<file path="src/source/biquad_pkg.sv">
////////////////////////////////////////////////////////////////////////////
// shared types and sizing constants for the two-section IIR cascade
// sample, coefficient, scale, section and field types; FIFO and credit sizes
////////////////////////////////////////////////////////////////////////////
package biquad_pkg;

	////////////////////////////////////////////////////////////////////////
	// widths and depths
	////////////////////////////////////////////////////////////////////////

	// audio samples at the ports
	localparam int SAMPLE_W = 16;
	// 2.16 coefficients and internal filter values
	localparam int COEF_W = 18;
	// output left shift amount
	localparam int SCALE_W = 3;

	// cascaded second order sections
	localparam int NUM_SECTIONS = 2;

	// input FIFO depth, also the sender's starting credits
	localparam int IN_DEPTH = 4;
	localparam int IN_PTR_W = $clog2(IN_DEPTH);
	localparam int IN_CNT_W = $clog2(IN_DEPTH + 1);

	// output FIFO depth and the downstream credits held after reset
	localparam int OUT_DEPTH = 4;
	localparam int OUT_PTR_W = $clog2(OUT_DEPTH);
	localparam int OUT_CNT_W = $clog2(OUT_DEPTH + 1);
	localparam int OUT_CREDITS = 4;
	localparam int CREDIT_W = $clog2(OUT_CREDITS + 1);

	////////////////////////////////////////////////////////////////////////
	// types
	////////////////////////////////////////////////////////////////////////

	typedef logic signed [SAMPLE_W-1:0] sample_t;
	typedef logic signed [COEF_W-1:0] coef_t;
	typedef logic [SCALE_W-1:0] scale_t;
	typedef logic [0:0] section_idx_t;

	// fifo pointers, occupancy and credit counters
	typedef logic [IN_PTR_W-1:0] in_ptr_t;
	typedef logic [IN_CNT_W-1:0] in_cnt_t;
	typedef logic [OUT_PTR_W-1:0] out_ptr_t;
	typedef logic [OUT_CNT_W-1:0] out_cnt_t;
	typedef logic [CREDIT_W-1:0] credit_t;

	// register hit by a coefficient write
	typedef enum logic [2:0] {
		B1    = 3'd0,
		B2    = 3'd1,
		B3    = 3'd2,
		A2    = 3'd3,
		A3    = 3'd4,
		SCALE = 3'd5
	} coef_field_t;

	// 1.0 in 2.16, b1 after reset
	localparam coef_t COEF_ONE = 18'h10000;

endpackage

</file>
<file path="src/source/sample_input.sv">
////////////////////////////////////////////////////////////////////////////
// input side: credit-based sample FIFO, one credit returned per pop
////////////////////////////////////////////////////////////////////////////
`timescale 1ns/1ps

module sample_input (
	input  logic                lr_clk,
	input  logic                reset,
	input  logic                in_valid,
	input  biquad_pkg::sample_t in_sample,
	input  logic                pop,
	output logic                in_credit,
	output biquad_pkg::sample_t fifo_sample,
	output logic                fifo_nonempty
);

	// sample storage
	biquad_pkg::sample_t mem [biquad_pkg::IN_DEPTH];

	biquad_pkg::in_ptr_t wr_ptr;
	biquad_pkg::in_ptr_t rd_ptr;
	biquad_pkg::in_cnt_t count;

	// write side
	always_ff @(posedge lr_clk)
	begin
		if (in_valid)
			mem[wr_ptr] <= in_sample;
	end

	// pointers, occupancy and the credit pulse
	always_ff @(posedge lr_clk)
	begin
		if (reset)
		begin
			wr_ptr    <= '0;
			rd_ptr    <= '0;
			count     <= '0;
			in_credit <= 1'b0;
		end
		else
		begin
			// depth is a power of two so pointers wrap on their own
			if (in_valid)
				wr_ptr <= wr_ptr + 1'b1;
			if (pop)
				rd_ptr <= rd_ptr + 1'b1;
			case ({in_valid, pop})
				2'b10:   count <= count + 1'b1;
				2'b01:   count <= count - 1'b1;
				default: count <= count;
			endcase
			// one credit back for every sample handed to the sections
			in_credit <= pop;
		end
	end

	// head of queue is read combinationally by the issue control
	assign fifo_sample   = mem[rd_ptr];
	assign fifo_nonempty = (count != '0);

	// upstream only sends while holding a credit, so a full FIFO never sees a write
	a_no_overflow: assert property (@(posedge lr_clk) disable iff (reset)
		in_valid |-> (count != biquad_pkg::in_cnt_t'(biquad_pkg::IN_DEPTH)))
		else $error("sample_input: in_valid while input FIFO is full");

endmodule

</file>
<file path="config.mk">
export PLATFORM = sky130hd
export DESIGN_NAME = sample_input
export DESIGN_NICKNAME = d
export VERILOG_FILES = /design/src/source/biquad_pkg.sv /design/src/source/sample_input.sv
export SDC_FILE = /design/constraint.sdc
export NUM_CORES = 1
export LEC_CHECK = 0
export BUFFER_PORTS_ARGS = -buffer_cell sky130_fd_sc_hd__clkbuf_2
export CORE_MARGIN = 3
export CORE_UTILIZATION = 55
export DETAILED_ROUTE_END_ITERATION = 16
export PLACE_DENSITY = 0.77
export SYNTH_ARGS = -nofsm -noshare
export SYNTH_HDL_FRONTEND = slang
export SYNTH_SLANG_ARGS = --single-unit
export TNS_END_PERCENT = 5
</file>
<file path="constraint.sdc">
create_clock -name lr_clk -period 2.85 [get_ports lr_clk]
set_input_delay 0.4275 -clock lr_clk [delete_from_list [all_inputs] [get_ports lr_clk]]
set_output_delay 0.4275 -clock lr_clk [all_outputs]
set_load 0.01 [all_outputs]
</file>
==> results.toml <==
[yosys]
netlist.area_leader.share_pct = 68.60
seq_area_frac_synth_pct = 75.75
synth_top_cell_by_area = "edfxtp_1"
synthTopCellsByArea = "edfxtp_1 (69%), mux4_2 (8.0%), dfxtp_1 (7.1%)"
syn-instance-count = 132
yosys_warnings = 0
synth_nets = 158
ys_seq_elements = 74
synth_area_um2 = 2801
yosysUniqueCellTypes = 21
syn_avg_cell_area_um2 = 21.22

[power_and_ir_drop]
switching_share_pct = 22.69
p_clk_share_pct = 30.1
p_seq_share_pct = 59.3
p_switching_mw = 0.4832
p_per_area_nw_per_um2 = 669.1
power.leakage_nw = 1.134
vdd.ir_drop.worst_uv = 433.5
power_frac_comb_pct = 10.6
intPower_mw = 1.646

[drt]
vias = 1310
vias_per_cell = 5.325
drtPass1Iterations = 4
wire_per_inst_um = 17.19
drt_iter0_markers = 84
ant_nets = 0
routed_wl_mm = 4.229
drc = 0

[setup_path]
cp-end-kind = "primary output"
worst_setup_path_start_kind = "register"
critical_path_required_ps = 2420
crit_fanout = 16
critPathKind = "reg2out"
cp.arrival_ps = 1720

[sta]
fin_ws_ps = 705.3
rsz0062_at_grt = "no"
fmax_mhz = 466.3
maxSlewViolCount = 0
holdWs_ps = 313.5
tightest_slew_ps = 836.5
setup_viol = 0
finalHoldViolCount = 0
period_minus_slack_ps = 2145
setup_tns_ps = 0
slew_headroom_pct = 44.23
min_period_over_period_pct = 75.25
fin_worst_skew_ps = 8.056

[layout]
layout.nets = 202
num-fill-cells = 357
regArea_um2 = 2122
final_layout_size_suffix_gt1_share_pct = 33.52
fin_util_pct = 66.05
syn2layout_area_growth_pct = 13.58
multi_input_area_um2 = 611.8
antenna_cells = 0

[global_routing]
antenna_found_initial = 0
track_usage_pct = 15.85
grt_pass1_vias = 1418
grt_pass1_wl_mm = 6.962
grt_max_degree = 17
grt-ovfl-total = 0

[clock_tree]
clock-sinks = 74
clockRootBuffer = "clkbuf_8"
hold_buffers = 0
cts_tree = "built"
clk_path_buf_depth = 2
clkTransAtPathRegs_ps = 70
cts-htree-levels = 3
ctsResizeCount = 0
post_cts_buffers = 0
cts_buffers = 9
insertion_delay_ps = 330

[run_status]
status = "complete, no violations"

[worst_hold_path]
hp-class = "in2reg"

[placed_design]
numPortBuffers = 37
preCtsSetupSlack_ps = 852.3
dpl.hpwl_mm = 2.815
globalplace.congestion = 0.6199

[floorplanning]
die_w_um = 77.37
start_util_pct = 58.16
dieArea_um2 = 5986
io_pins = 38
dieHeight_um = 77.37
rows = 25
coreArea_um2 = 4817

[flow_run]
maxCapViolations = 0
## through the flow
step	instance area, um^2	std cells	total power, mW
2_1_floorplan	2801	132	1.432
3_3_place_gp	3033	232	1.503
3_5_place_dp	3033	232	1.519
4_1_cts	3182	246	2.146
5_1_grt	3182	246	2.215
6_report	3182	246	2.129
## registers in the layout, summed over array words and instances, names as in the netlist, named ones only
register and count:
count 3, in_credit 1, mem 64, rd_ptr 2, wr_ptr 2
## power by group through the flow
stage	sequential, mW	combinational (mW)	clock (mW)
after floorplan	1.27	0.159	0
after global placement	1.28	0.221	0
after detailed placement	1.29	0.232	0
after CTS	1.26	0.232	0.651
after global routing	1.27	0.250	0.696
final	1.26	0.225	0.641
## worst max-delay path, stage by stage, from the launching register on
cell and delay, ps:
dfxtp_1 820, mux4_2 430, clkbuf_2 150
## Yosys cell counts
| library cell | number |
|---|---|
| o21ai_0 | 1 |
| a21oi_1 | 2 |
| inv_1 | 6 |
| ha_1 | 5 |
| or3_1 | 2 |
| clkbuf_1 | 1 |
| edfxtp_1 | 64 |
| mux2i_1 | 1 |
| fa_1 | 1 |
| nor2_1 | 8 |
| nor2b_1 | 1 |
| mux4_1 | 6 |
| nand2_1 | 1 |
| dfxtp_1 | 10 |
| mux4_2 | 10 |
| xnor2_1 | 2 |
| xor2_1 | 3 |
| buf_6 | 1 |
| and2_1 | 4 |
| buf_2 | 2 |
| buf_12 | 1 |
## per-layer routing
layer  GRT usage [%]  vias up  wire [um]
li1                -      606          -
met1           18.74      662       1752
met2           27.29       36       2278
met3           3.944        6        165
met4           7.473        0         34
met5               0        -          0
## cell usage in the layout, fill, tap and decap left out
cell,instances
clkinv_1,1
buf_4,1
dfxtp_1,10
clkbuf_8,9
xor2_1,3
a21oi_1,2
or3_1,2
fa_1,1
ha_1,5
nor2_1,8
clkinv_2,2
clkinvlp_4,1
edfxtp_1,64
inv_1,6
and2_1,4
o21ai_0,1
clkbuf_1,1
xnor2_1,2
nand2_1,1
mux4_2,10
nor2b_1,1
clkbuf_2,37
mux2i_1,1
mux4_1,6
## final timing paths
path,end,slack [ps],cells past startpoint,from
setup / recovery,fifo_sample[0],710,2,register
hold / removal,mem[3][3]$_DFFE_PP_,310,1,in_sample[3]
setup reg to reg,mem[3][15]$_DFFE_PP_,1230,2,wr_ptr[0]$_SDFFE_PP0P_
hold reg to reg,count[2]$_SDFFE_PP0P_,490,2,count[2]$_SDFFE_PP0P_
## cell families (layout without fill, tap and decap cells)
logic type | count (synthesis) | in the layout | share of synthesized area (%)
flops | 74 | 74 | 75.75
mux | 17 | 17 | 14.02
simple gates | 16 | 16 | 2.769
buf+inv | 11 | 58 | 2.412
fa+ha+maj | 6 | 6 | 2.948
xor+xnor | 5 | 5 | 1.563
compound gates | 3 | 3 | 0.5358
## layout make-up
| class | instances | area share, % |
|---|---|---|
| multi-input combinational | 47 | 19.23 |
| timing repair buffer | 38 | 6.056 |
| tap | 67 | 2.635 |
| sequential | 74 | 66.69 |
| clock inverter | 4 | 0.6685 |
| clock buffer | 10 | 4.011 |
| inverter | 6 | 0.7078 |
Power figures use the tool's default switching activity.
