`config.mk`:
```
export PLATFORM = sky130hd
export DESIGN_NAME = biquad_section
export DESIGN_NICKNAME = d
export VERILOG_FILES = /design/src/source/biquad_pkg.sv /design/src/source/biquad_section.sv
export SDC_FILE = /design/constraint.sdc
export NUM_CORES = 2
export LEC_CHECK = 0
export ABC_AREA = 1
export BUFFER_PORTS_ARGS = -buffer_cell sky130_fd_sc_hd__buf_4
export CELL_PAD_IN_SITES_DETAIL_PLACEMENT = 0
export CELL_PAD_IN_SITES_GLOBAL_PLACEMENT = 2
export CORE_ASPECT_RATIO = 0.8
export CORE_UTILIZATION = 45
export CTS_CLUSTER_DIAMETER = 30
export DETAILED_ROUTE_END_ITERATION = 8
export HOLD_SLACK_MARGIN = 0.06
export PLACE_DENSITY = 0.94
export SYNTH_ARGS = -nofsm -noshare
export SYNTH_HDL_FRONTEND = slang
export SYNTH_SLANG_ARGS = --single-unit
```
`constraint.sdc`:
```
create_clock -name lr_clk -period 34.2 [get_ports lr_clk]
set_input_delay 6.84 -clock lr_clk [delete_from_list [all_inputs] [get_ports lr_clk]]
set_output_delay 6.84 -clock lr_clk [all_outputs]
set_load 0.01 [all_outputs]
```
`src/source/biquad_pkg.sv`:
```
////////////////////////////////////////////////////////////////////////////
// shared types and sizing constants for the two-section IIR cascade
// sample, coefficient, scale, section and field types; FIFO and credit sizes
////////////////////////////////////////////////////////////////////////////
package biquad_pkg;

	////////////////////////////////////////////////////////////////////////
	// widths and depths
	////////////////////////////////////////////////////////////////////////

	// audio samples at the ports
	localparam int SAMPLE_W = 16;
	// 2.16 coefficients and internal filter values
	localparam int COEF_W = 18;
	// output left shift amount
	localparam int SCALE_W = 3;

	// cascaded second order sections
	localparam int NUM_SECTIONS = 2;

	// input FIFO depth, also the sender's starting credits
	localparam int IN_DEPTH = 4;
	localparam int IN_PTR_W = $clog2(IN_DEPTH);
	localparam int IN_CNT_W = $clog2(IN_DEPTH + 1);

	// output FIFO depth and the downstream credits held after reset
	localparam int OUT_DEPTH = 4;
	localparam int OUT_PTR_W = $clog2(OUT_DEPTH);
	localparam int OUT_CNT_W = $clog2(OUT_DEPTH + 1);
	localparam int OUT_CREDITS = 4;
	localparam int CREDIT_W = $clog2(OUT_CREDITS + 1);

	////////////////////////////////////////////////////////////////////////
	// types
	////////////////////////////////////////////////////////////////////////

	typedef logic signed [SAMPLE_W-1:0] sample_t;
	typedef logic signed [COEF_W-1:0] coef_t;
	typedef logic [SCALE_W-1:0] scale_t;
	typedef logic [0:0] section_idx_t;

	// fifo pointers, occupancy and credit counters
	typedef logic [IN_PTR_W-1:0] in_ptr_t;
	typedef logic [IN_CNT_W-1:0] in_cnt_t;
	typedef logic [OUT_PTR_W-1:0] out_ptr_t;
	typedef logic [OUT_CNT_W-1:0] out_cnt_t;
	typedef logic [CREDIT_W-1:0] credit_t;

	// register hit by a coefficient write
	typedef enum logic [2:0] {
		B1    = 3'd0,
		B2    = 3'd1,
		B3    = 3'd2,
		A2    = 3'd3,
		A3    = 3'd4,
		SCALE = 3'd5
	} coef_field_t;

	// 1.0 in 2.16, b1 after reset
	localparam coef_t COEF_ONE = 18'h10000;

endpackage

```
`src/source/biquad_section.sv`:
```
////////////////////////////////////////////////////////////////////////////
// second order IIR section, direct form II transposed, 2.16 arithmetic
// history advances and output registers only on a valid input sample
////////////////////////////////////////////////////////////////////////////
`timescale 1ns/1ps

module biquad_section (
	input  logic                lr_clk,
	input  logic                reset,
	input  logic                in_valid,
	input  biquad_pkg::sample_t in_sample,
	input  biquad_pkg::coef_t   b1,
	input  biquad_pkg::coef_t   b2,
	input  biquad_pkg::coef_t   b3,
	input  biquad_pkg::coef_t   a2,
	input  biquad_pkg::coef_t   a3,
	input  biquad_pkg::scale_t  scale,
	output logic                out_valid,
	output biquad_pkg::sample_t out_sample
);

	// signed 2.16 multiply
	// keeps the sign bit and product bits 32..16, everything else dropped
	function automatic biquad_pkg::coef_t mult_2p16(input biquad_pkg::coef_t a,
			input biquad_pkg::coef_t b);
		logic signed [2*biquad_pkg::COEF_W-1:0] prod;
		prod = a * b;
		return {prod[35], prod[32:16]};
	endfunction

	////////////////////////////////////////////////////////////////////////
	// datapath
	////////////////////////////////////////////////////////////////////////

	// sample widened to 18 bits, two zero lsbs
	biquad_pkg::coef_t x_ext;

	// feed-forward and feedback products
	biquad_pkg::coef_t b1_x, b2_x, b3_x;
	biquad_pkg::coef_t a2_y, a3_y;

	// history registers and their next values
	biquad_pkg::coef_t f_n1, f_n2;
	biquad_pkg::coef_t f_n1_next, f_n2_next;

	// scaled section output, full 18 bits
	biquad_pkg::coef_t f_n0;

	assign x_ext = {in_sample, 2'b00};

	assign b1_x = mult_2p16(b1, x_ext);
	assign b2_x = mult_2p16(b2, x_ext);
	assign b3_x = mult_2p16(b3, x_ext);

	// sum wraps at 18 bits, so does the shift
	assign f_n0 = (f_n1 + b1_x) << scale;

	// feedback taps come off the scaled output
	assign a2_y = mult_2p16(a2, f_n0);
	assign a3_y = mult_2p16(a3, f_n0);

	assign f_n1_next = b2_x + f_n2 + a2_y;
	assign f_n2_next = b3_x + a3_y;

	////////////////////////////////////////////////////////////////////////
	// state and output registers
	////////////////////////////////////////////////////////////////////////

	always_ff @(posedge lr_clk)
	begin
		if (reset)
		begin
			f_n1      <= '0;
			f_n2      <= '0;
			out_valid <= 1'b0;
		end
		else
		begin
			out_valid <= in_valid;
			// history only moves on a real sample
			if (in_valid)
			begin
				f_n1 <= f_n1_next;
				f_n2 <= f_n2_next;
			end
		end
	end

	// output word, top 16 of the 18 bits
	always_ff @(posedge lr_clk)
	begin
		if (in_valid)
			out_sample <= f_n0[17:2];
	end

endmodule

```
==> flow_metrics.tcl <==
set metrics [dict create \
    finalClockSkew_ps 7.45 \
    gp_congestion 0.912 \
    cp-end-kind "flop" \
    core_um2 132000 \
    ys_seq_elements 53 \
    ys_types 53 \
    clkTransAtPathRegs_ps 80 \
    drive_gt1_frac 0.0344 \
    synth_top_area_share 0.511 \
    cp.required_ps 34440 \
    syn_inst 7407 \
    ctsLongestPathBuffers 2 \
    io_pins 129 \
    cts-root-buf "clkbuf_16" \
    tightest_slew_ps 1010 \
    fin_crit_ps 22830 \
    critPathKind "in -> reg" \
    tns_ps 0 \
    relSlewSlack 0.329 \
    final_cell_mix "2193 x inv_1, 1580 x nand2_1, 1543 x fa_1" \
    vias 45400 \
    h-tree-depth 2 \
    async_reset_ff_frac 0 \
    drc 0 \
    finalCritPeriodShare 0.668 \
    dieWidth_um 412 \
    worst-path-max-fanout 54 \
    slowest_stage "inv_1" \
    hold_violations 0 \
    syn_nets 9537 \
    status "complete, no violations" \
    io_buffers 128 \
    die_y_um 330 \
    cpMostUsedCell "fa_1" \
    ys.flop_type "dfxtp_1" \
    clock_sinks 53 \
    ant_nets 0 \
    grt_pass1_wl_um 272000 \
    track_usage 0.257 \
    cts_setup_buffers 0 \
    clk_latency_ps 340 \
    dp.final_hpwl_um 137000 \
    cp-start-kind "input pin" \
    routed_wirelength_um 167000 \
    utilization 0.474 \
    numCtsBuffers 5 \
    antenna_found_initial 4 \
    final_common_cell "inv_1" \
    postCtsHoldBufs 0 \
    min_path_type "reg -> reg" \
    synth_top_cell_by_area "fa_1" \
    yosys_warnings 0 \
    max_stage_delay_ps 770 \
    syn_to_final_growth_pct 3.92 \
    first_pass_iters 8 \
    cap_violations 0 \
    drtIter0Drc 3214 \
    wl_per_cell_um 18.4 \
    drv_slew 0 \
    start_util 0.457 \
    ff2ff_setup_slack_ps 22920 \
    yosysSeqAreaShare 0.0202 \
    layout.nets 9421 \
    max_freq_ghz 0.0438 \
    routed_via_density 5.02 \
    rsz0062_at_grt "false" \
    cts_tree "done" \
    grt_pass1_vias 48700 \
    syn_area_per_cell_um2 8.16 \
    cts_resized 0 \
    synth.area.top_cells "fa_1 51%, inv_1 14%, ha_1 9.8%, nand2_1 9.8%, nor2_1 2.2%" \
    cp.arrival_ps 23060 \
    row_count 119 \
    grt_max_degree 58 \
    netlist_area_um2 60400 \
    dieArea_um2 136000 \
    setup-violations-final 0 \
    grt-ovfl-total 0 \
    synth-edff-count 16 \
]
## path summary, 6_finish.rpt
path                      from        to  depth (start not counted)
setup / recovery  in_sample[2]  f_n1[17]                         67
hold / removal        f_n1[12]  f_n1[12]                          2
hold reg to reg       f_n1[12]  f_n1[12]                          2
setup reg to reg       f_n1[0]  f_n1[17]                         46
## state kept, by name, summed over array words and instances (netlist names)
signal	flops
out_sample	16
f_n2	18
f_n1	18
out_valid	1
## synthesized netlist by cell type (8+ instances only)
master    count
a31oi_1      11
nand4_1      20
o21bai_1     13
a21oi_1     244
ha_1        475
a21o_1       15
o21a_1       11
nor3_1       24
inv_1      2193
buf_1        14
o21ai_0     106
nand3b_1      8
clkbuf_1    219
dfxtp_1      37
or2_2        43
nand2_2      21
fa_1       1543
and2_1       26
buf_4        12
o221ai_1      9
a211oi_1     10
xnor2_1      60
nand3_1     125
o211ai_1     11
clkinv_1      8
nor2_1      361
o21ai_1       8
edfxtp_1     16
buf_2        30
xor2_1      102
nand2_1    1580
## cell families after synthesis
family,count (synthesis),share of synthesized area
mux,2,0.000331
fa+ha+maj,2018,0.609
compound gates,460,0.0428
flops,53,0.0202
xor+xnor,162,0.0235
buf+inv,2485,0.156
simple gates,2227,0.148
## area by class of cell
class | instances | area [um^2]
Inverter | 2208 | 8290
Timing Repair Buffer | 154 | 1160
Tap cell | 1754 | 2190
Fill cell | 13000 | 69600
Multi-Input combinational cell | 4869 | 49800
Antenna cell | 2 | 5.00
Sequential cell | 53 | 1220
Clock inverter | 3 | 17.5
Clock buffer | 5 | 125
## metal layers
layer / wire length, um / vias up / track usage
met3: 11900 / 122 / 0.0385
met2: 75200 / 1403 / 0.406
met4: 1870 / 2 / 0.0342
li1: - / 20800 / -
met1: 77600 / 23000 / 0.381
met5: 8 / - / 0
## through the flow
stage / hold slack [ps] / cells / instance area [um^2] / setup slack, ps
6_report: 547 / 9048 / 62800 / 11370
5_1_grt: 592 / 9048 / 62800 / 10100
4_1_cts: 549 / 9046 / 62800 / 11370
3_5_place_dp: 527 / 9038 / 62700 / 11050
3_3_place_gp: 525 / 9038 / 62700 / 11180
2_1_floorplan: 456 / 7407 / 60400 / 13840
## worst max-delay path, delay by kind of cell
kind	cells	cell delay [ps]
buf+inv	10	1960
mux	1	170
xor+xnor	4	880
fa+ha+maj	18	7870
compound gates	11	2450
simple gates	23	2820
Power is not shown: default switching activity piles up to over one toggle a cycle in this logic, so the estimate is an artifact.
