[src/source/biquad_pkg.sv]
////////////////////////////////////////////////////////////////////////////
// shared types and sizing constants for the two-section IIR cascade
// sample, coefficient, scale, section and field types; FIFO and credit sizes
////////////////////////////////////////////////////////////////////////////
package biquad_pkg;

	////////////////////////////////////////////////////////////////////////
	// widths and depths
	////////////////////////////////////////////////////////////////////////

	// audio samples at the ports
	localparam int SAMPLE_W = 16;
	// 2.16 coefficients and internal filter values
	localparam int COEF_W = 18;
	// output left shift amount
	localparam int SCALE_W = 3;

	// cascaded second order sections
	localparam int NUM_SECTIONS = 2;

	// input FIFO depth, also the sender's starting credits
	localparam int IN_DEPTH = 4;
	localparam int IN_PTR_W = $clog2(IN_DEPTH);
	localparam int IN_CNT_W = $clog2(IN_DEPTH + 1);

	// output FIFO depth and the downstream credits held after reset
	localparam int OUT_DEPTH = 4;
	localparam int OUT_PTR_W = $clog2(OUT_DEPTH);
	localparam int OUT_CNT_W = $clog2(OUT_DEPTH + 1);
	localparam int OUT_CREDITS = 4;
	localparam int CREDIT_W = $clog2(OUT_CREDITS + 1);

	////////////////////////////////////////////////////////////////////////
	// types
	////////////////////////////////////////////////////////////////////////

	typedef logic signed [SAMPLE_W-1:0] sample_t;
	typedef logic signed [COEF_W-1:0] coef_t;
	typedef logic [SCALE_W-1:0] scale_t;
	typedef logic [0:0] section_idx_t;

	// fifo pointers, occupancy and credit counters
	typedef logic [IN_PTR_W-1:0] in_ptr_t;
	typedef logic [IN_CNT_W-1:0] in_cnt_t;
	typedef logic [OUT_PTR_W-1:0] out_ptr_t;
	typedef logic [OUT_CNT_W-1:0] out_cnt_t;
	typedef logic [CREDIT_W-1:0] credit_t;

	// register hit by a coefficient write
	typedef enum logic [2:0] {
		B1    = 3'd0,
		B2    = 3'd1,
		B3    = 3'd2,
		A2    = 3'd3,
		A3    = 3'd4,
		SCALE = 3'd5
	} coef_field_t;

	// 1.0 in 2.16, b1 after reset
	localparam coef_t COEF_ONE = 18'h10000;

endpackage

[src/source/coef_bank.sv]
////////////////////////////////////////////////////////////////////////////
// coefficient register bank, one set of b1..a3 and scale per section
////////////////////////////////////////////////////////////////////////////
`timescale 1ns/1ps

module coef_bank (
	input  logic                      lr_clk,
	input  logic                      reset,
	input  logic                      coef_we,
	input  biquad_pkg::section_idx_t  coef_sel,
	input  biquad_pkg::coef_field_t   coef_field,
	input  biquad_pkg::coef_t         coef_data,
	output biquad_pkg::coef_t         s0_b1,
	output biquad_pkg::coef_t         s0_b2,
	output biquad_pkg::coef_t         s0_b3,
	output biquad_pkg::coef_t         s0_a2,
	output biquad_pkg::coef_t         s0_a3,
	output biquad_pkg::scale_t        s0_scale,
	output biquad_pkg::coef_t         s1_b1,
	output biquad_pkg::coef_t         s1_b2,
	output biquad_pkg::coef_t         s1_b3,
	output biquad_pkg::coef_t         s1_a2,
	output biquad_pkg::coef_t         s1_a3,
	output biquad_pkg::scale_t        s1_scale
);

	// per-section registers, indexed by coef_sel
	biquad_pkg::coef_t  b1_r    [biquad_pkg::NUM_SECTIONS];
	biquad_pkg::coef_t  b2_r    [biquad_pkg::NUM_SECTIONS];
	biquad_pkg::coef_t  b3_r    [biquad_pkg::NUM_SECTIONS];
	biquad_pkg::coef_t  a2_r    [biquad_pkg::NUM_SECTIONS];
	biquad_pkg::coef_t  a3_r    [biquad_pkg::NUM_SECTIONS];
	biquad_pkg::scale_t scale_r [biquad_pkg::NUM_SECTIONS];

	always_ff @(posedge lr_clk)
	begin
		if (reset)
		begin
			// identity: y = x through every section
			for (int i = 0; i < biquad_pkg::NUM_SECTIONS; i++)
			begin
				b1_r[i]    <= biquad_pkg::COEF_ONE;
				b2_r[i]    <= '0;
				b3_r[i]    <= '0;
				a2_r[i]    <= '0;
				a3_r[i]    <= '0;
				scale_r[i] <= '0;
			end
		end
		else if (coef_we)
		begin
			case (coef_field)
				biquad_pkg::B1:    b1_r[coef_sel] <= coef_data;
				biquad_pkg::B2:    b2_r[coef_sel] <= coef_data;
				biquad_pkg::B3:    b3_r[coef_sel] <= coef_data;
				biquad_pkg::A2:    a2_r[coef_sel] <= coef_data;
				biquad_pkg::A3:    a3_r[coef_sel] <= coef_data;
				// shift amount lives in the low bits of the data word
				biquad_pkg::SCALE: scale_r[coef_sel] <= coef_data[biquad_pkg::SCALE_W-1:0];
				default:           ;
			endcase
		end
	end

	// section 0
	assign s0_b1    = b1_r[0];
	assign s0_b2    = b2_r[0];
	assign s0_b3    = b3_r[0];
	assign s0_a2    = a2_r[0];
	assign s0_a3    = a3_r[0];
	assign s0_scale = scale_r[0];

	// section 1
	assign s1_b1    = b1_r[1];
	assign s1_b2    = b2_r[1];
	assign s1_b3    = b3_r[1];
	assign s1_a2    = a2_r[1];
	assign s1_a3    = a3_r[1];
	assign s1_scale = scale_r[1];

endmodule

[config.mk]
export PLATFORM = sky130hd
export DESIGN_NAME = coef_bank
export DESIGN_NICKNAME = d
export VERILOG_FILES = /design/src/source/biquad_pkg.sv /design/src/source/coef_bank.sv
export SDC_FILE = /design/constraint.sdc
export NUM_CORES = 1
export LEC_CHECK = 0
export ABC_AREA = 1
export BUFFER_PORTS_ARGS = -buffer_cell sky130_fd_sc_hd__clkbuf_2
export CAP_MARGIN = 0
export CELL_PAD_IN_SITES_DETAIL_PLACEMENT = 2
export CELL_PAD_IN_SITES_GLOBAL_PLACEMENT = 2
export CORE_MARGIN = 3
export CORE_UTILIZATION = 29
export DETAILED_ROUTE_END_ITERATION = 6
export PLACE_DENSITY = 0.67
export SETUP_SLACK_MARGIN = 0.05
export SYNTH_ARGS = -nofsm -noshare
export SYNTH_HDL_FRONTEND = slang
export SYNTH_SLANG_ARGS = --single-unit
[constraint.sdc]
create_clock -name lr_clk -period 3 [get_ports lr_clk]
set_clock_uncertainty 0.15 [all_clocks]
set_input_delay 0 -clock lr_clk [delete_from_list [all_inputs] [get_ports lr_clk]]
set_output_delay 0 -clock lr_clk [all_outputs]
set_load 0.03 [all_outputs]
==> out/qor.txt <==
initial antenna violation count -> 0
max-cap violations -> 0
Post-DRT Antenna Nets -> 0
DIE WIDTH -> 158.2 um
HPWL after DPL -> 15270 um
worst endpoint required time -> 2900 ps
post-synthesis area per instance -> 15.12 um2
area occupied by multi-input gates -> 909.6 um2
layout cell share with drive strength beyond 1 -> 37.50%
boundary pin count -> 211
Finished Layout Cells -> 965
Slew HR -> 41.21%
CTS Root Cell -> clkbuf_16
post-CTS setup buffers -> 0
worst hold path class -> in2reg
Worst Min Path Start -> coef_data[12]
most frequent cell after synthesis -> edfxtp_1
gr usage total -> 16.98%
via count -> 4348
Tightest Pin Transition -> 879.7 ps
Met1 Routed Length -> 9001 um
final WL -> 21160 um
first-pass GRT wire length -> 30390 um
I/O Buffers -> 210
largest net degree at the start of global routing -> 20
Crit. Startpoint -> reset
max-slew violations -> 0
Switching Share -> 25.70%
top post-synthesis cells by area -> edfxtp_1 (83%), nor2_1 (10%), buf_6 (1.7%)
# fillers -> 2363
Clock transition at path regs -> 60 ps
Starting Density -> 29.56%
achievable frequency -> 420.7 MHz
power consumption -> 5.970 mW
H-tree depth -> 4
Pre-Repair DR Iteration Count -> 4
Detail Route met2 WL -> 10460 um
vias per cell -> 4.506
leading area contributor after synthesis -> edfxtp_1
DR WL met3 -> 1229 um
row count -> 55
pre-CTS setup slack -> 704.4 ps
startpoint type of the worst setup path -> primary input
Cell Int Power -> 4.435 mW
asr flop ratio synth -> 0%
Seq cells post-synth -> 186
vias in the first global route -> 4717
Iteration-0 DRC Markers -> 313
Syn Inst Count -> 444
Peak VDD IR -> 0.3427 mV
Pwr Density -> 689.0 nW/um2
final worst-path cycle share -> 79.23%
CTS tree -> done
wire per inst -> 21.93 um
die area -> 25010 um2
clock power share -> 37.7%
ant diodes -> 0
RSZ-0062 raised after global routing -> false
syn nets -> 469
Final nets -> 692
TritonCTS Buffers -> 17
Top Metal Used -> met4
share of the synthesized area in the top cell type -> 83.19%
most common flop cell mapped by yosys -> edfxtp_1
count of warnings emitted by yosys -> 0
Tmin final -> 2377 ps
Hold Fails Final Rpt -> 0
FF+latch area -> 5585 um2
crit path kind -> in2reg
chip height -> 158.2 um
TNS Setup -> 0 ps
status -> completed
Post-synth EDFFs -> 186
grt ovf -> 0
dpl cells -> 924
sequential fraction of design power -> 51.6%
clock buffer depth -> 2
worst path arrival time -> 2280 ps
Setup-failing EPs final -> 0
drc violations -> 0
Mapped Area -> 6714 um2
Worst Setup Slack, final -> 623.1 ps
hold depth -> 3
Area growth syn-to-layout -> 29.05%
power share of the combinational group -> 10.7%
CTS Sinks -> 186
CP Max Fanout -> 19
Final Wtd Congestion -> 0.8135
crit end category -> flop
Synth cell types -> 15
Hold EP -> b2_r[0][12]$_SDFFCE_PN0P_
P_leak -> 3.523 nW
core area -> 22710 um2
net switching power -> 1.534 mW
synth cell count leaders -> edfxtp_1 (186), nor2_1 (184), clkinv_1 (15), nand2_1 (15), buf_6 (10)
sequential fraction of the synthesis area -> 83.19%
## registers in the layout, summed over array words and instances (netlist names)
register and cells:
a2_r 36, a3_r 36, scale_r 6, b1_r 36, b2_r 36, b3_r 36
## cell usage in the layout, fill, tap and decap left out, drive strengths merged
master       count
clkbuf         229
nor2           190
edfxtp         186
clkinv          23
nand2           17
nand3           11
dlygate4sd3      9
inv              8
bufinv           3
nand4            2
clkinvlp         2
## what timing repair did
action,4_1_cts,5_1_grt
gates resized for setup,0,0
endpoints found under the hold margin,34,0
hold buffers,9,0
## power by group through the flow
stage / Sequential, mW / Clock, mW / Combinational (mW)
finish: 3.08 / 2.25 / 0.638
global route: 3.10 / 2.38 / 0.677
CTS: 3.09 / 2.28 / 0.649
detailed placement: 3.14 / 0 / 0.639
global placement: 3.14 / 0 / 0.627
floorplan: 3.42 / 0 / 0.0962
## kinds of logic (layout without fill, tap and decap cells)
group                  after synthesis  count (layout)  share of synthesized area (%)
and+or+nand+nor                    220             220                          13.55
DFF                                186             186                          83.19
buffers and inverters               38             274                          3.261
## worst max-delay path, stage by stage
cell	delay (ps)
dlygate4sd3_1	530
clkbuf_2	160
inv_2	230
nand2_1	140
inv_1	120
nand3_2	350
nand2_1	740
## metrics by stage
step / util (%) / area, um2 / hold slack [ps]
floorplan: - / 6714 / 49.77
global placement: 35.18 / 7989 / 270.3
detailed placement: 35.18 / 7989 / 288.2
CTS: 38.15 / 8665 / 3.999
global route: 38.15 / 8665 / 17.21
finish: 38.15 / 8665 / 2.639
## routing by layer
metal / track usage, % / vias to the layer above
met1: 21.69 / 2188
li1: - / 1962
met3: 3.417 / 29
met4: 6.227 / 0
met5: 0 / -
met2: 28.72 / 169
## how the worst max path moves through the flow
stage	depth (start not counted)	slack, ps	endpoint
3_5_place_dp	6	700	a2_r[1][14]$_SDFFCE_PN0P_
4_1_cts	7	570	a2_r[1][10]$_SDFFCE_PN0P_
2_1_floorplan	6	1410	b3_r[0][0]$_SDFFCE_PN0P_
3_3_place_gp	6	880	b3_r[1][11]$_SDFFCE_PN0P_
5_1_grt	7	370	b3_r[0][9]$_SDFFCE_PN0P_
6_report	7	620	b3_r[0][9]$_SDFFCE_PN0P_
## final cells by class
| cell class | instances | area share [%] |
|---|---|---|
| Clock inverter | 13 | 1.762 |
| Tap cell | 285 | 4.116 |
| Multi-Input combinational cell | 220 | 10.50 |
| Timing Repair Buffer | 219 | 13.17 |
| Inverter | 23 | 0.9964 |
| Sequential cell | 186 | 64.46 |
| Clock buffer | 19 | 4.996 |
(Power assumes the default switching activity.)
