**src/source/biquad_pkg.sv**
```systemverilog
////////////////////////////////////////////////////////////////////////////
// shared types and sizing constants for the two-section IIR cascade
// sample, coefficient, scale, section and field types; FIFO and credit sizes
////////////////////////////////////////////////////////////////////////////
package biquad_pkg;

	////////////////////////////////////////////////////////////////////////
	// widths and depths
	////////////////////////////////////////////////////////////////////////

	// audio samples at the ports
	localparam int SAMPLE_W = 16;
	// 2.16 coefficients and internal filter values
	localparam int COEF_W = 18;
	// output left shift amount
	localparam int SCALE_W = 3;

	// cascaded second order sections
	localparam int NUM_SECTIONS = 2;

	// input FIFO depth, also the sender's starting credits
	localparam int IN_DEPTH = 4;
	localparam int IN_PTR_W = $clog2(IN_DEPTH);
	localparam int IN_CNT_W = $clog2(IN_DEPTH + 1);

	// output FIFO depth and the downstream credits held after reset
	localparam int OUT_DEPTH = 4;
	localparam int OUT_PTR_W = $clog2(OUT_DEPTH);
	localparam int OUT_CNT_W = $clog2(OUT_DEPTH + 1);
	localparam int OUT_CREDITS = 4;
	localparam int CREDIT_W = $clog2(OUT_CREDITS + 1);

	////////////////////////////////////////////////////////////////////////
	// types
	////////////////////////////////////////////////////////////////////////

	typedef logic signed [SAMPLE_W-1:0] sample_t;
	typedef logic signed [COEF_W-1:0] coef_t;
	typedef logic [SCALE_W-1:0] scale_t;
	typedef logic [0:0] section_idx_t;

	// fifo pointers, occupancy and credit counters
	typedef logic [IN_PTR_W-1:0] in_ptr_t;
	typedef logic [IN_CNT_W-1:0] in_cnt_t;
	typedef logic [OUT_PTR_W-1:0] out_ptr_t;
	typedef logic [OUT_CNT_W-1:0] out_cnt_t;
	typedef logic [CREDIT_W-1:0] credit_t;

	// register hit by a coefficient write
	typedef enum logic [2:0] {
		B1    = 3'd0,
		B2    = 3'd1,
		B3    = 3'd2,
		A2    = 3'd3,
		A3    = 3'd4,
		SCALE = 3'd5
	} coef_field_t;

	// 1.0 in 2.16, b1 after reset
	localparam coef_t COEF_ONE = 18'h10000;

endpackage

```
**src/source/sample_output.sv**
```systemverilog
////////////////////////////////////////////////////////////////////////////
// output side: sample FIFO gated by a downstream credit counter
////////////////////////////////////////////////////////////////////////////
`timescale 1ns/1ps

module sample_output (
	input  logic                 lr_clk,
	input  logic                 reset,
	input  logic                 push,
	input  biquad_pkg::sample_t  push_sample,
	input  logic                 out_credit,
	output logic                 out_valid,
	output biquad_pkg::sample_t  out_sample,
	output biquad_pkg::out_cnt_t free_slots
);

	biquad_pkg::sample_t mem [biquad_pkg::OUT_DEPTH];

	biquad_pkg::out_ptr_t wr_ptr;
	biquad_pkg::out_ptr_t rd_ptr;
	biquad_pkg::out_cnt_t count;
	biquad_pkg::credit_t  credit_cnt;

	// a sample goes out when one is queued and the receiver has room
	logic send;

	assign send = (count != '0) && (credit_cnt != '0);

	always_ff @(posedge lr_clk)
	begin
		if (push)
			mem[wr_ptr] <= push_sample;
		if (send)
			out_sample <= mem[rd_ptr];
	end

	always_ff @(posedge lr_clk)
	begin
		if (reset)
		begin
			wr_ptr     <= '0;
			rd_ptr     <= '0;
			count      <= '0;
			credit_cnt <= biquad_pkg::credit_t'(biquad_pkg::OUT_CREDITS);
			out_valid  <= 1'b0;
		end
		else
		begin
			if (push)
				wr_ptr <= wr_ptr + 1'b1;
			if (send)
				rd_ptr <= rd_ptr + 1'b1;
			case ({push, send})
				2'b10:   count <= count + 1'b1;
				2'b01:   count <= count - 1'b1;
				default: count <= count;
			endcase
			// spend one per send, regain one per returned credit
			case ({out_credit, send})
				2'b10:   credit_cnt <= credit_cnt + 1'b1;
				2'b01:   credit_cnt <= credit_cnt - 1'b1;
				default: credit_cnt <= credit_cnt;
			endcase
			out_valid <= send;
		end
	end

	// issue control subtracts its in-flight samples from this
	assign free_slots = biquad_pkg::out_cnt_t'(biquad_pkg::OUT_DEPTH) - count;

	// receiver must never hand back more credits than it was given
	a_credit_limit: assert property (@(posedge lr_clk) disable iff (reset)
		out_credit |-> (credit_cnt != biquad_pkg::credit_t'(biquad_pkg::OUT_CREDITS)) || send)
		else $error("sample_output: credit count would pass OUT_CREDITS");

	a_no_overflow: assert property (@(posedge lr_clk) disable iff (reset)
		push |-> (count != biquad_pkg::out_cnt_t'(biquad_pkg::OUT_DEPTH)))
		else $error("sample_output: push into full output FIFO");

endmodule

```
**config.mk**
```make
export PLATFORM = sky130hd
export DESIGN_NAME = sample_output
export DESIGN_NICKNAME = d
export VERILOG_FILES = /design/src/source/biquad_pkg.sv /design/src/source/sample_output.sv
export SDC_FILE = /design/constraint.sdc
export NUM_CORES = 1
export LEC_CHECK = 0
export ABC_AREA = 1
export BUFFER_PORTS_ARGS = -buffer_cell sky130_fd_sc_hd__buf_2
export CAP_MARGIN = 20
export CORE_MARGIN = 2
export CORE_UTILIZATION = 51
export DETAILED_ROUTE_END_ITERATION = 8
export HOLD_SLACK_MARGIN = 0.03
export PLACE_DENSITY = 0.7
export SYNTH_ARGS = -nofsm -noshare
export SYNTH_HDL_FRONTEND = slang
export SYNTH_SLANG_ARGS = --single-unit
```
**constraint.sdc**
```tcl
create_clock -name lr_clk -period 2.1 [get_ports lr_clk]
set_input_delay 0.42 -clock lr_clk [delete_from_list [all_inputs] [get_ports lr_clk]]
set_output_delay 0.42 -clock lr_clk [all_outputs]
set_load 0.01 [all_outputs]
```
==> metrics.md, run 1 <==
| Metric | Value |
|---|---|
| Share of Yosys cell area claimed by the top area cell type | 0.691 |
| Clock Skew | 0.00712 ns |
| Post-layout power | 5370 µW |
| Total standard cell area after synthesis | 3480 µm² |
| Overall die area | 7490 µm² |
| Number of rows created at floorplan | 30 |
| Max Cap Violations | 0 |
| Worst-case vdd ir drop | 0.872 mV |
| Register bit total from synthesis | 91 |
| Critical path class | reg2reg |
| Number of nets produced by synthesis | 288 |
| Filler Cells Inserted | 547 |
| Effective utilization at floorplan | 0.520 |
| Antenna violations before repair | 0 |
| Most common cell after layout, fill and taps aside | sky130_fd_sc_hd__edfxtp_1 |
| Die W | 86.6 µm |
| Number of non-filler instances in the completed layout | 397 |
| Number of nets in the layout | 342 |
| Data arrival time of the critical path | 2.26 ns |
| # DRC | 0 |
| Syn Area/Cell | 13.5 µm² |
| Clock slew at reported path FFs | 0.08 ns |
| Input/output buffers | 39 |
| Total I/O pin count | 40 |
| Final RePlAce weighted congestion | 0.734 |
| Post-placement cell count | 375 |
| Area of the core | 6680 µm² |
| Number of distinct library cells after synthesis | 17 |
| Slew margin rel. | 0.608 |
| Final setup viols | 0 |
| Clock sink total | 91 |
| Detailed-router iteration count before antenna repair | 4 |
| Switching share of power | 0.329 |
| Hold bufs inserted after CTS | 0 |
| H-tree levels | 3 |
| Initial drt markers | 109 |
| Clock tree from TritonCTS | built |
| Remaining antenna violation count | 0 |
| Hold endpoint | out_valid |
| Worst hold-check path type | in2reg |
| Flop-to-flop setup slack | 0.10 ns |
| Post-DP HPWL | 3620 µm |
| Max-slew violation count | 0 |
| Leakage dissipation | 0.00155 µW |
| Area growth from synthesis to layout | 16.8% |
| Layout cell share with drive strength beyond 1 | 0.268 |
| Register share of total power | 0.464 |
| Routed wirelength normalized by instance count | 15.0 µm |
| Crit path required time | 2.36 ns |
| Result of the run | completed |
| Net switching component of the power | 1770 µW |
| CP Launch Type | flop |
| Maximum clock path buffer count | 2 |
| CP Capture Type | flop |
| HP Start | reset |
| Top library cells by usage in the layout, fill and taps aside | sky130_fd_sc_hd__edfxtp_1 (80), sky130_fd_sc_hd__buf_2 (39), sky130_fd_sc_hd__nor2_1 (36), sky130_fd_sc_hd__o21ai_0 (33), sky130_fd_sc_hd__inv_1 (20) |
| Cells taking the most area after synthesis | sky130_fd_sc_hd__edfxtp_1 (69%), sky130_fd_sc_hd__dfxtp_1 (6.3%), sky130_fd_sc_hd__o21ai_0 (4.8%) |
| Tightest Pin Transition | 0.587 ns |
| Via count of the first global-routing pass | 2000 |
| CTS buffer count | 9 |
| GRT Util Overall | 0.172 |
| Number of cells on the worst reg-to-reg path | 15 |
| Count of vias placed by the detailed router | 2048 |
| Die Y | 86.6 µm |
| Comb pwr share | 0.323 |
| FMAX | 501 MHz |
| Number of warnings printed during yosys synthesis | 0 |
| Worst hold path cell count | 2 |
| Maximum net fanout on the critical path | 3 |
| P per Cell Area | 1320 nW/µm² |
| Worst reg2reg path startpoint | count[0] |
| Cell type with the highest aggregate area in the netlist | sky130_fd_sc_hd__edfxtp_1 |
| Total congestion overflow after global routing | 0 |
| WL final | 5970 µm |
| Endpoint of the worst register-to-register path | count[2] |
| Clock root buffer | sky130_fd_sc_hd__clkbuf_8 |
| Source-to-sink clock delay at the later pin of the worst-skew pair | 0.36 ns |
| Final antenna diode count | 0 |
| Post-synthesis sequential area ratio | 0.754 |
| Period utilisation layout | 0.951 |
| Minimum clock period after layout | 2.00 ns |
| Vias per inst | 5.16 |
| Cell-internal power | 3600 µW |
| Largest net degree at the start of global routing | 35 |
| Clk pwr share | 0.212 |
| Final Hold Viols | 0 |
| Global-route wire length before repair | 9320 µm |
| Cells after synthesis | 258 |
cell usage after synthesis:
| library cell | instances |
|---|---|
| sky130_fd_sc_hd__ha_1 | 8 |
| sky130_fd_sc_hd__edfxtp_1 | 80 |
| sky130_fd_sc_hd__o22ai_1 | 16 |
| sky130_fd_sc_hd__nand3_1 | 5 |
| sky130_fd_sc_hd__nand4_1 | 2 |
| sky130_fd_sc_hd__nor2_1 | 36 |
| sky130_fd_sc_hd__dfxtp_1 | 11 |
| sky130_fd_sc_hd__a21oi_1 | 8 |
| sky130_fd_sc_hd__nand2_1 | 15 |
| sky130_fd_sc_hd__buf_2 | 8 |
| sky130_fd_sc_hd__inv_2 | 3 |
| sky130_fd_sc_hd__o21ai_1 | 5 |
| sky130_fd_sc_hd__clkbuf_2 | 1 |
| sky130_fd_sc_hd__o21ai_0 | 33 |
| sky130_fd_sc_hd__fa_1 | 2 |
| sky130_fd_sc_hd__buf_4 | 1 |
| sky130_fd_sc_hd__inv_1 | 24 |
power by group through the flow:
stage | Clock (µW) | Combinational, µW | Sequential [µW]
after floorplan | 0 | 1000 | 2610
after CTS | 1170 | 1620 | 2500
after global placement | 0 | 1570 | 2530
final | 1140 | 1740 | 2490
after global routing | 1240 | 1960 | 2520
after detailed placement | 0 | 1620 | 2540
logic make-up (layout without fill, tap and decap cells):
family,count (synthesis),count (layout),share of synthesized area
flops,91,91,0.754
buf+inv,37,96,0.0443
fa+ha+maj,10,10,0.0403
compound gates,62,62,0.0950
simple gates,58,58,0.0659
how the worst max path moves through the flow:
stage,slack (ns),end,from,depth (start not counted)
2_1_floorplan,0.02,count[2],count[0],15
3_3_place_gp,0.14,count[2],count[0],15
3_5_place_dp,0.08,count[2],count[0],15
4_1_cts,0.06,count[2],count[0],14
5_1_grt,-0.02,count[2],count[0],15
6_report,0.10,count[2],count[0],15
worst max-delay path, stage by stage (launching register included):
cell and delay [ns]:
sky130_fd_sc_hd__dfxtp_2 0.35, sky130_fd_sc_hd__inv_2 0.05, sky130_fd_sc_hd__ha_2 0.17, sky130_fd_sc_hd__ha_2 0.16
sky130_fd_sc_hd__inv_1 0.06, sky130_fd_sc_hd__nand2_2 0.08, sky130_fd_sc_hd__clkinvlp_4 0.14, sky130_fd_sc_hd__ha_4 0.14
sky130_fd_sc_hd__inv_2 0.05, sky130_fd_sc_hd__fa_2 0.40, sky130_fd_sc_hd__inv_2 0.05, sky130_fd_sc_hd__nand2_1 0.05
sky130_fd_sc_hd__nand3_1 0.07, sky130_fd_sc_hd__nand2_1 0.05, sky130_fd_sc_hd__inv_1 0.04, sky130_fd_sc_hd__nor2_1 0.03
per-layer routing:
| layer | track usage | routed length [µm] |
|---|---|---|
| met5 | 0 | 0 |
| met4 | 0.112 | 143 |
| met3 | 0.0362 | 318 |
| met2 | 0.283 | 3000 |
| met1 | 0.206 | 2510 |
flip-flops by register name (all words and copies together) (netlist names):
name        flops
count           3
credit_cnt      3
wr_ptr          2
out_sample     16
mem            64
out_valid       1
rd_ptr          2
what timing repair did:
action,CTS,global route
setup endpoints to repair,0,3
buffers inserted,0,6
gates resized for setup,0,6
through the flow:
step,area [µm²],hold WS (ns),util,worst slack (ns),setup TNS (ns)
after global routing,4060,0.238,0.608,-0.0194,-0.0194
after detailed placement,3820,0.438,0.571,0.0751,0
after floorplan,3510,0.422,-,0.0216,0
final,4060,0.241,0.608,0.103,0
after CTS,4010,0.231,0.600,0.0637,0
after global placement,3820,0.433,0.571,0.143,0
layout make-up:
type | instances | area (µm²) | area share
Tap cell | 80 | 100 | 0.0246
Multi-Input combinational cell | 130 | 739 | 0.182
Inverter | 27 | 105 | 0.0259
Clock buffer | 10 | 128 | 0.0314
Clock inverter | 6 | 63.8 | 0.0157
Sequential cell | 91 | 2630 | 0.646
Timing Repair Buffer | 53 | 300 | 0.0739
No activity file was read; power rests on OpenSTA's default activity.
==> run 2: changes to the inputs <==
--- a/config.mk
+++ b/config.mk
@@ -9,10 +9,11 @@
 export BUFFER_PORTS_ARGS = -buffer_cell sky130_fd_sc_hd__buf_2
 export CAP_MARGIN = 20
 export CORE_MARGIN = 2
-export CORE_UTILIZATION = 51
+export CORE_UTILIZATION = 57
+export CTS_CLUSTER_DIAMETER = 40
 export DETAILED_ROUTE_END_ITERATION = 8
 export HOLD_SLACK_MARGIN = 0.03
-export PLACE_DENSITY = 0.7
+export PLACE_DENSITY = 0.74
 export SYNTH_ARGS = -nofsm -noshare
 export SYNTH_HDL_FRONTEND = slang
 export SYNTH_SLANG_ARGS = --single-unit
==> constraint.sdc (replaced) <==
create_clock -name lr_clk -period 1.9 [get_ports lr_clk]
set_input_delay 0.38 -clock lr_clk [delete_from_list [all_inputs] [get_ports lr_clk]]
set_output_delay 0.38 -clock lr_clk [all_outputs]
set_load 0.01 [all_outputs]
==> metrics.md, run 2 (synthesis results as in run 1) <==
| Metric | Value |
|---|---|
| Maximum net fanout on the critical path | 3 |
| GRT Util Overall | 0.210 |
| Clk pwr share | 0.245 |
| Top library cells by usage in the layout, fill and taps aside | sky130_fd_sc_hd__edfxtp_1 (80), sky130_fd_sc_hd__buf_2 (39), sky130_fd_sc_hd__nor2_1 (36), sky130_fd_sc_hd__o21ai_0 (33) |
| Total I/O pin count | 40 |
| Flip-flop count of the largest register after layout | 64 |
| Final antenna diode count | 0 |
| Number of rows created at floorplan | 28 |
| Largest net degree at the start of global routing | 35 |
| Critical path class | reg2reg |
| CTS buffer count | 9 |
| Final setup viols | 0 |
| Clock slew at reported path FFs | 0.08 ns |
| Remaining antenna violation count | 0 |
| Final Hold Viols | 0 |
| Post-layout power | 6360 µW |
| Area growth from synthesis to layout | 19.6% |
| Final worst hold slack | 0.207 ns |
| Clock Skew | 0.00946 ns |
| Layout Utilization | 0.702 |
| Clock sink total | 91 |
| WL final | 6420 µm |
| Final RePlAce weighted congestion | 0.817 |
| Effective utilization at floorplan | 0.587 |
| Overall die area | 6740 µm² |
| Via count of the first global-routing pass | 2042 |
| Filler Cells Inserted | 390 |
| Period utilisation layout | 0.983 |
| Cell-internal power | 4290 µW |
| H-tree levels | 3 |
| Worst hold-check path type | in2reg |
| Vias per inst | 5.49 |
| Die W | 82.1 µm |
| Count of vias placed by the detailed router | 2145 |
| Register share of total power | 0.438 |
| Result of the run | completed |
| Worst-case vdd ir drop | 1.03 mV |
| Global-route wire length before repair | 9990 µm |
| P per Cell Area | 1530 nW/µm² |
| Number of nets in the layout | 341 |
| Post-DP HPWL | 3900 µm |
| Largest registers | mem: 64 flops, out_sample: 16 flops |
| # DRC | 0 |
| CP Capture Type | flop |
| Post-route worst setup slack | 0.0314 ns |
| CP Launch Type | flop |
| Source-to-sink clock delay at the later pin of the worst-skew pair | 0.35 ns |
| Layout cell share with drive strength beyond 1 | 0.294 |
| Tightest Pin Transition | 0.564 ns |
| Leakage dissipation | 0.00158 µW |
| Worst hold path cell count | 2 |
| Antenna violations before repair | 0 |
| Area of the core | 5920 µm² |
| Worst slack after detailed placement | -0.00440 ns |
| Number of non-filler instances in the completed layout | 391 |
| Switching share of power | 0.325 |
| Clock tree from TritonCTS | built |
| Clock root buffer | sky130_fd_sc_hd__clkbuf_8 |
| Max-slew violation count | 0 |
| Net switching component of the power | 2060 µW |
| Number of cells on the worst reg-to-reg path | 14 |
| Slew margin rel. | 0.623 |
| FMAX | 535 MHz |
| RSZ-0062 raised after global routing | yes |
| Data arrival time of the critical path | 2.16 ns |
| Post-placement cell count | 370 |
| Total congestion overflow after global routing | 0 |
| Register with the most flip-flops | mem |
| Crit path required time | 2.19 ns |
| Die Y | 82.1 µm |
| Routed wirelength normalized by instance count | 16.4 µm |
| Most common cell after layout, fill and taps aside | sky130_fd_sc_hd__edfxtp_1 |
| Minimum clock period after layout | 1.87 ns |
| Max Cap Violations | 0 |
| Detailed-router iteration count before antenna repair | 4 |
| Maximum clock path buffer count | 2 |
| Initial drt markers | 171 |
| Input/output buffers | 39 |
| Flop-to-flop setup slack | 0.03 ns |
| Comb pwr share | 0.317 |
## run 2: cell count changes in the layout (fill, tap and decap cells not counted), sizes merged
cell / change
clkinvlp: -1
clkinv: -1
bufinv: +2
inv: +1
buf: -1
clkbuf: -1
## run 2: path summary, 6_finish.rpt
| path | startpoint | to |
|---|---|---|
| worst min-delay path | reset | out_valid |
| worst min register to register | credit_cnt[0] | credit_cnt[0] |
| worst max-delay path | count[0] | count[2] |
| worst max register to register | count[0] | count[2] |
## run 2: repair_timing
action | in CTS | in global routing
gates resized for setup | 1 | 10
pin swaps | 0 | 9
hold buffers | 0 | 0
endpoints found under the setup margin | 1 | 3
setup buffers | 2 | 3
## run 2: area by class of cell
type                    instances  area (µm²)  share of cell area
clock inverters                 7         124              0.0298
repair buffers                 52         305              0.0734
flip-flops and latches         91        2630               0.632
clock buffers                   9         124              0.0298
multi-input cells             130         772               0.186
well taps                      75        93.8              0.0226
inverters                      27         113              0.0271
## run 2: critical path: stages (launching register included)
cell                         delay, ns
sky130_fd_sc_hd__dfxtp_2          0.35
sky130_fd_sc_hd__inv_4            0.04
sky130_fd_sc_hd__ha_4             0.15
sky130_fd_sc_hd__ha_4             0.15
sky130_fd_sc_hd__inv_2            0.04
sky130_fd_sc_hd__nand2_2          0.06
sky130_fd_sc_hd__clkinvlp_4       0.12
sky130_fd_sc_hd__ha_4             0.15
sky130_fd_sc_hd__inv_4            0.04
sky130_fd_sc_hd__fa_2             0.35
sky130_fd_sc_hd__inv_2            0.07
sky130_fd_sc_hd__nand2_2          0.05
sky130_fd_sc_hd__nand4_1          0.07
sky130_fd_sc_hd__nand2_1          0.06
sky130_fd_sc_hd__nor2_1           0.09
## run 2: power by group through the flow
stage	registers [µW]	clock network, µW	logic, µW
2_1_floorplan	2890	0	1180
3_3_place_gp	2810	0	1800
3_5_place_dp	2830	0	1880
4_1_cts	2780	1580	1930
5_1_grt	2830	1660	2270
6_report	2780	1560	2020
## run 2: through the flow
stage,TNS [ns],area [µm²]
2_1_floorplan,-0.394,3540
3_3_place_gp,0,3850
3_5_place_dp,-0.00440,3850
4_1_cts,0,4110
5_1_grt,-0.110,4160
6_report,0,4160
## run 2: per-layer routing
metal	GRT usage	vias up	wire length [µm]	share of wire
met5	0	-	0	0
met1	0.263	1041	2570	0.40
met4	0.100	0	96	0.015
li1	-	1026	-	-
met2	0.362	69	3370	0.53
met3	0.0304	9	375	0.058
==> run 3: changes to the inputs <==
--- a/config.mk
+++ b/config.mk
@@ -14,6 +14,7 @@
 export DETAILED_ROUTE_END_ITERATION = 8
 export HOLD_SLACK_MARGIN = 0.03
 export PLACE_DENSITY = 0.74
+export SETUP_SLACK_MARGIN = 0.2
 export SYNTH_ARGS = -nofsm -noshare
 export SYNTH_HDL_FRONTEND = slang
 export SYNTH_SLANG_ARGS = --single-unit
==> metrics.md, run 3 (synthesis results as in run 1) <==
| Metric | Value |
|---|---|
| Result of the run | finished with violations |
| Violations in the final reports | negative setup slack |
| Antenna violations before repair | 0 |
| WL final | 6600 µm |
| Crit path required time | 2.16 ns |
| P per Cell Area | 1510 nW/µm² |
| Worst slack after detailed placement | -0.00244 ns |
| Critical Path Start | count[1] |
| Worst hold-check path type | in2reg |
| Remaining antenna violation count | 0 |
| Critical path class | reg2reg |
| Period utilisation layout | 1.01 |
| Worst-case vdd ir drop | 1.44 mV |
| CP Launch Type | flop |
| Number of cells on the worst reg-to-reg path | 15 |
| Area of the core | 5920 µm² |
| Die W | 82.1 µm |
| Data arrival time of the critical path | 2.18 ns |
| Clock sink total | 91 |
| Vias per inst | 5.49 |
| FMAX | 519 MHz |
| Gr busiest metal | met2 |
| # DRC | 0 |
| Max-slew violation count | 0 |
| Global-route wire length before repair | 9900 µm |
| Routed wirelength normalized by instance count | 16.8 µm |
| Die Y | 82.1 µm |
| Source-to-sink clock delay at the later pin of the worst-skew pair | 0.35 ns |
| Total congestion overflow after global routing | 0 |
| Clock Skew | 0.00895 ns |
| Most common cell after layout, fill and taps aside | sky130_fd_sc_hd__edfxtp_1 |
| Final RePlAce weighted congestion | 0.747 |
| Clock slew at reported path FFs | 0.08 ns |
| Post-layout power | 6210 µW |
| Filler Cells Inserted | 410 |
| Worst reg2reg path startpoint | count[1] |
| Via count of the first global-routing pass | 2152 |
| Largest registers | mem: 64 flops, out_sample: 16 flops |
| Final setup viols | 2 |
| HP Start | reset |
| Layout cell share with drive strength beyond 1 | 0.305 |
| Tightest Pin Transition | 0.586 ns |
| Initial drt markers | 151 |
| GRT Util Overall | 0.209 |
| Met3 Resource Use GR | 0.0543 |
| Max Cap Violations | 0 |
| CTS buffer count | 9 |
| Maximum clock path buffer count | 2 |
| Effective utilization at floorplan | 0.587 |
| Post-DP HPWL | 3890 µm |
| Top library cells by usage in the layout, fill and taps aside | sky130_fd_sc_hd__edfxtp_1 (80), sky130_fd_sc_hd__buf_2 (38), sky130_fd_sc_hd__nor2_1 (36), sky130_fd_sc_hd__o21ai_0 (32), sky130_fd_sc_hd__o22ai_1 (16) |
| Clock root buffer | sky130_fd_sc_hd__clkbuf_8 |
| Worst hold path cell count | 2 |
| RSZ-0062 raised after global routing | yes |
| Final antenna diode count | 0 |
| Number of rows created at floorplan | 28 |
| Flip-flop count of the largest register after layout | 64 |
| H-tree levels | 3 |
| Detailed-router iteration count before antenna repair | 4 |
| Input/output buffers | 39 |
| Final Hold Viols | 0 |
| Overall die area | 6740 µm² |
| Clock tree from TritonCTS | built |
| Total I/O pin count | 40 |
| Leakage dissipation | 0.00156 µW |
| Count of vias placed by the detailed router | 2159 |
| Area growth from synthesis to layout | 18.5% |
| Number of nets in the layout | 343 |
| Post-route worst setup slack | -0.0275 ns |
| Slew margin rel. | 0.609 |
| M2 GR Usage | 0.365 |
| Minimum clock period after layout | 1.93 ns |
| Maximum net fanout on the critical path | 3 |
| Met1 GRT Util | 0.236 |
| CP Capture Type | flop |
| Register with the most flip-flops | mem |
| Largest net degree at the start of global routing | 35 |
[run 3: cell types whose count changed in the layout (fill, tap and decap cells not counted), sizes merged]
| cell | delta |
|---|---|
| buf | +2 |
| bufinv | -2 |
| clkbuf | +1 |
| clkinv | +3 |
| clkinvlp | -1 |
| inv | -1 |
[run 3: cell type report]
class / instances / area [µm²] / share of cell area
Clock buffer: 10 / 128 / 0.0310
Clock inverter: 6 / 55.1 / 0.0134
Inverter: 27 / 110 / 0.0267
Multi-Input combinational cell: 130 / 793 / 0.193
Sequential cell: 91 / 2630 / 0.637
Tap cell: 75 / 93.8 / 0.0228
Timing Repair Buffer: 54 / 314 / 0.0762
[run 3: path summary, 6_finish.rpt]
path                            slack (ns)       endpoint
worst max-delay path                 -0.03       count[2]
worst min-delay path                  0.21      out_valid
worst min register to register        0.47  credit_cnt[0]
worst max register to register       -0.03       count[2]
[run 3: timing repair]
action,CTS,global route
buffers inserted,5,2
setup endpoints to repair,5,6
pin swaps,10,5
hold buffers,0,0
cloned,0,0
endpoints found under the hold margin,0,0
gates resized for setup,7,10
[run 3: power breakdown]
group | internal (µW) | switching (µW) | total, µW
Clock | 598 | 622 | 1220
Sequential | 2640 | 154 | 2790
Combinational | 859 | 1340 | 2200
Total | 4100 | 2110 | 6210
[run 3: worst max-delay path, cell delays in order, from the launching register on]
cell and delay [ns]:
sky130_fd_sc_hd__dfxtp_2 0.34, sky130_fd_sc_hd__inv_2 0.05, sky130_fd_sc_hd__ha_4 0.16, sky130_fd_sc_hd__ha_4 0.16, sky130_fd_sc_hd__inv_4 0.05, sky130_fd_sc_hd__nand2_4 0.06, sky130_fd_sc_hd__clkinvlp_4 0.12, sky130_fd_sc_hd__ha_4 0.17
sky130_fd_sc_hd__inv_4 0.04, sky130_fd_sc_hd__fa_2 0.37, sky130_fd_sc_hd__inv_2 0.07, sky130_fd_sc_hd__nand2_2 0.05, sky130_fd_sc_hd__nand3_1 0.06, sky130_fd_sc_hd__nand2_1 0.05, sky130_fd_sc_hd__inv_1 0.05, sky130_fd_sc_hd__nor2_1 0.04
[run 3: through the flow]
| step | hold WS, ns | setup TNS [ns] | cells | area, µm² | utilization |
|---|---|---|---|---|---|
| floorplan | 0.424 | -0.393 | 258 | 3540 | - |
| global placement | 0.433 | 0 | 370 | 3830 | 0.648 |
| detailed placement | 0.446 | -0.00244 | 370 | 3830 | 0.648 |
| CTS | 0.201 | 0 | 391 | 4070 | 0.688 |
| global route | 0.204 | -0.191 | 393 | 4120 | 0.696 |
| finish | 0.208 | -0.0396 | 393 | 4120 | 0.696 |
[run 3: metal layers]
| layer | wire (µm) | part of all wire | up-vias |
|---|---|---|---|
| li1 | - | - | 1030 |
| met1 | 2650 | 0.40 | 1042 |
| met2 | 3420 | 0.52 | 70 |
| met3 | 374 | 0.057 | 17 |
| met4 | 156 | 0.024 | 0 |
| met5 | 0 | 0 | - |
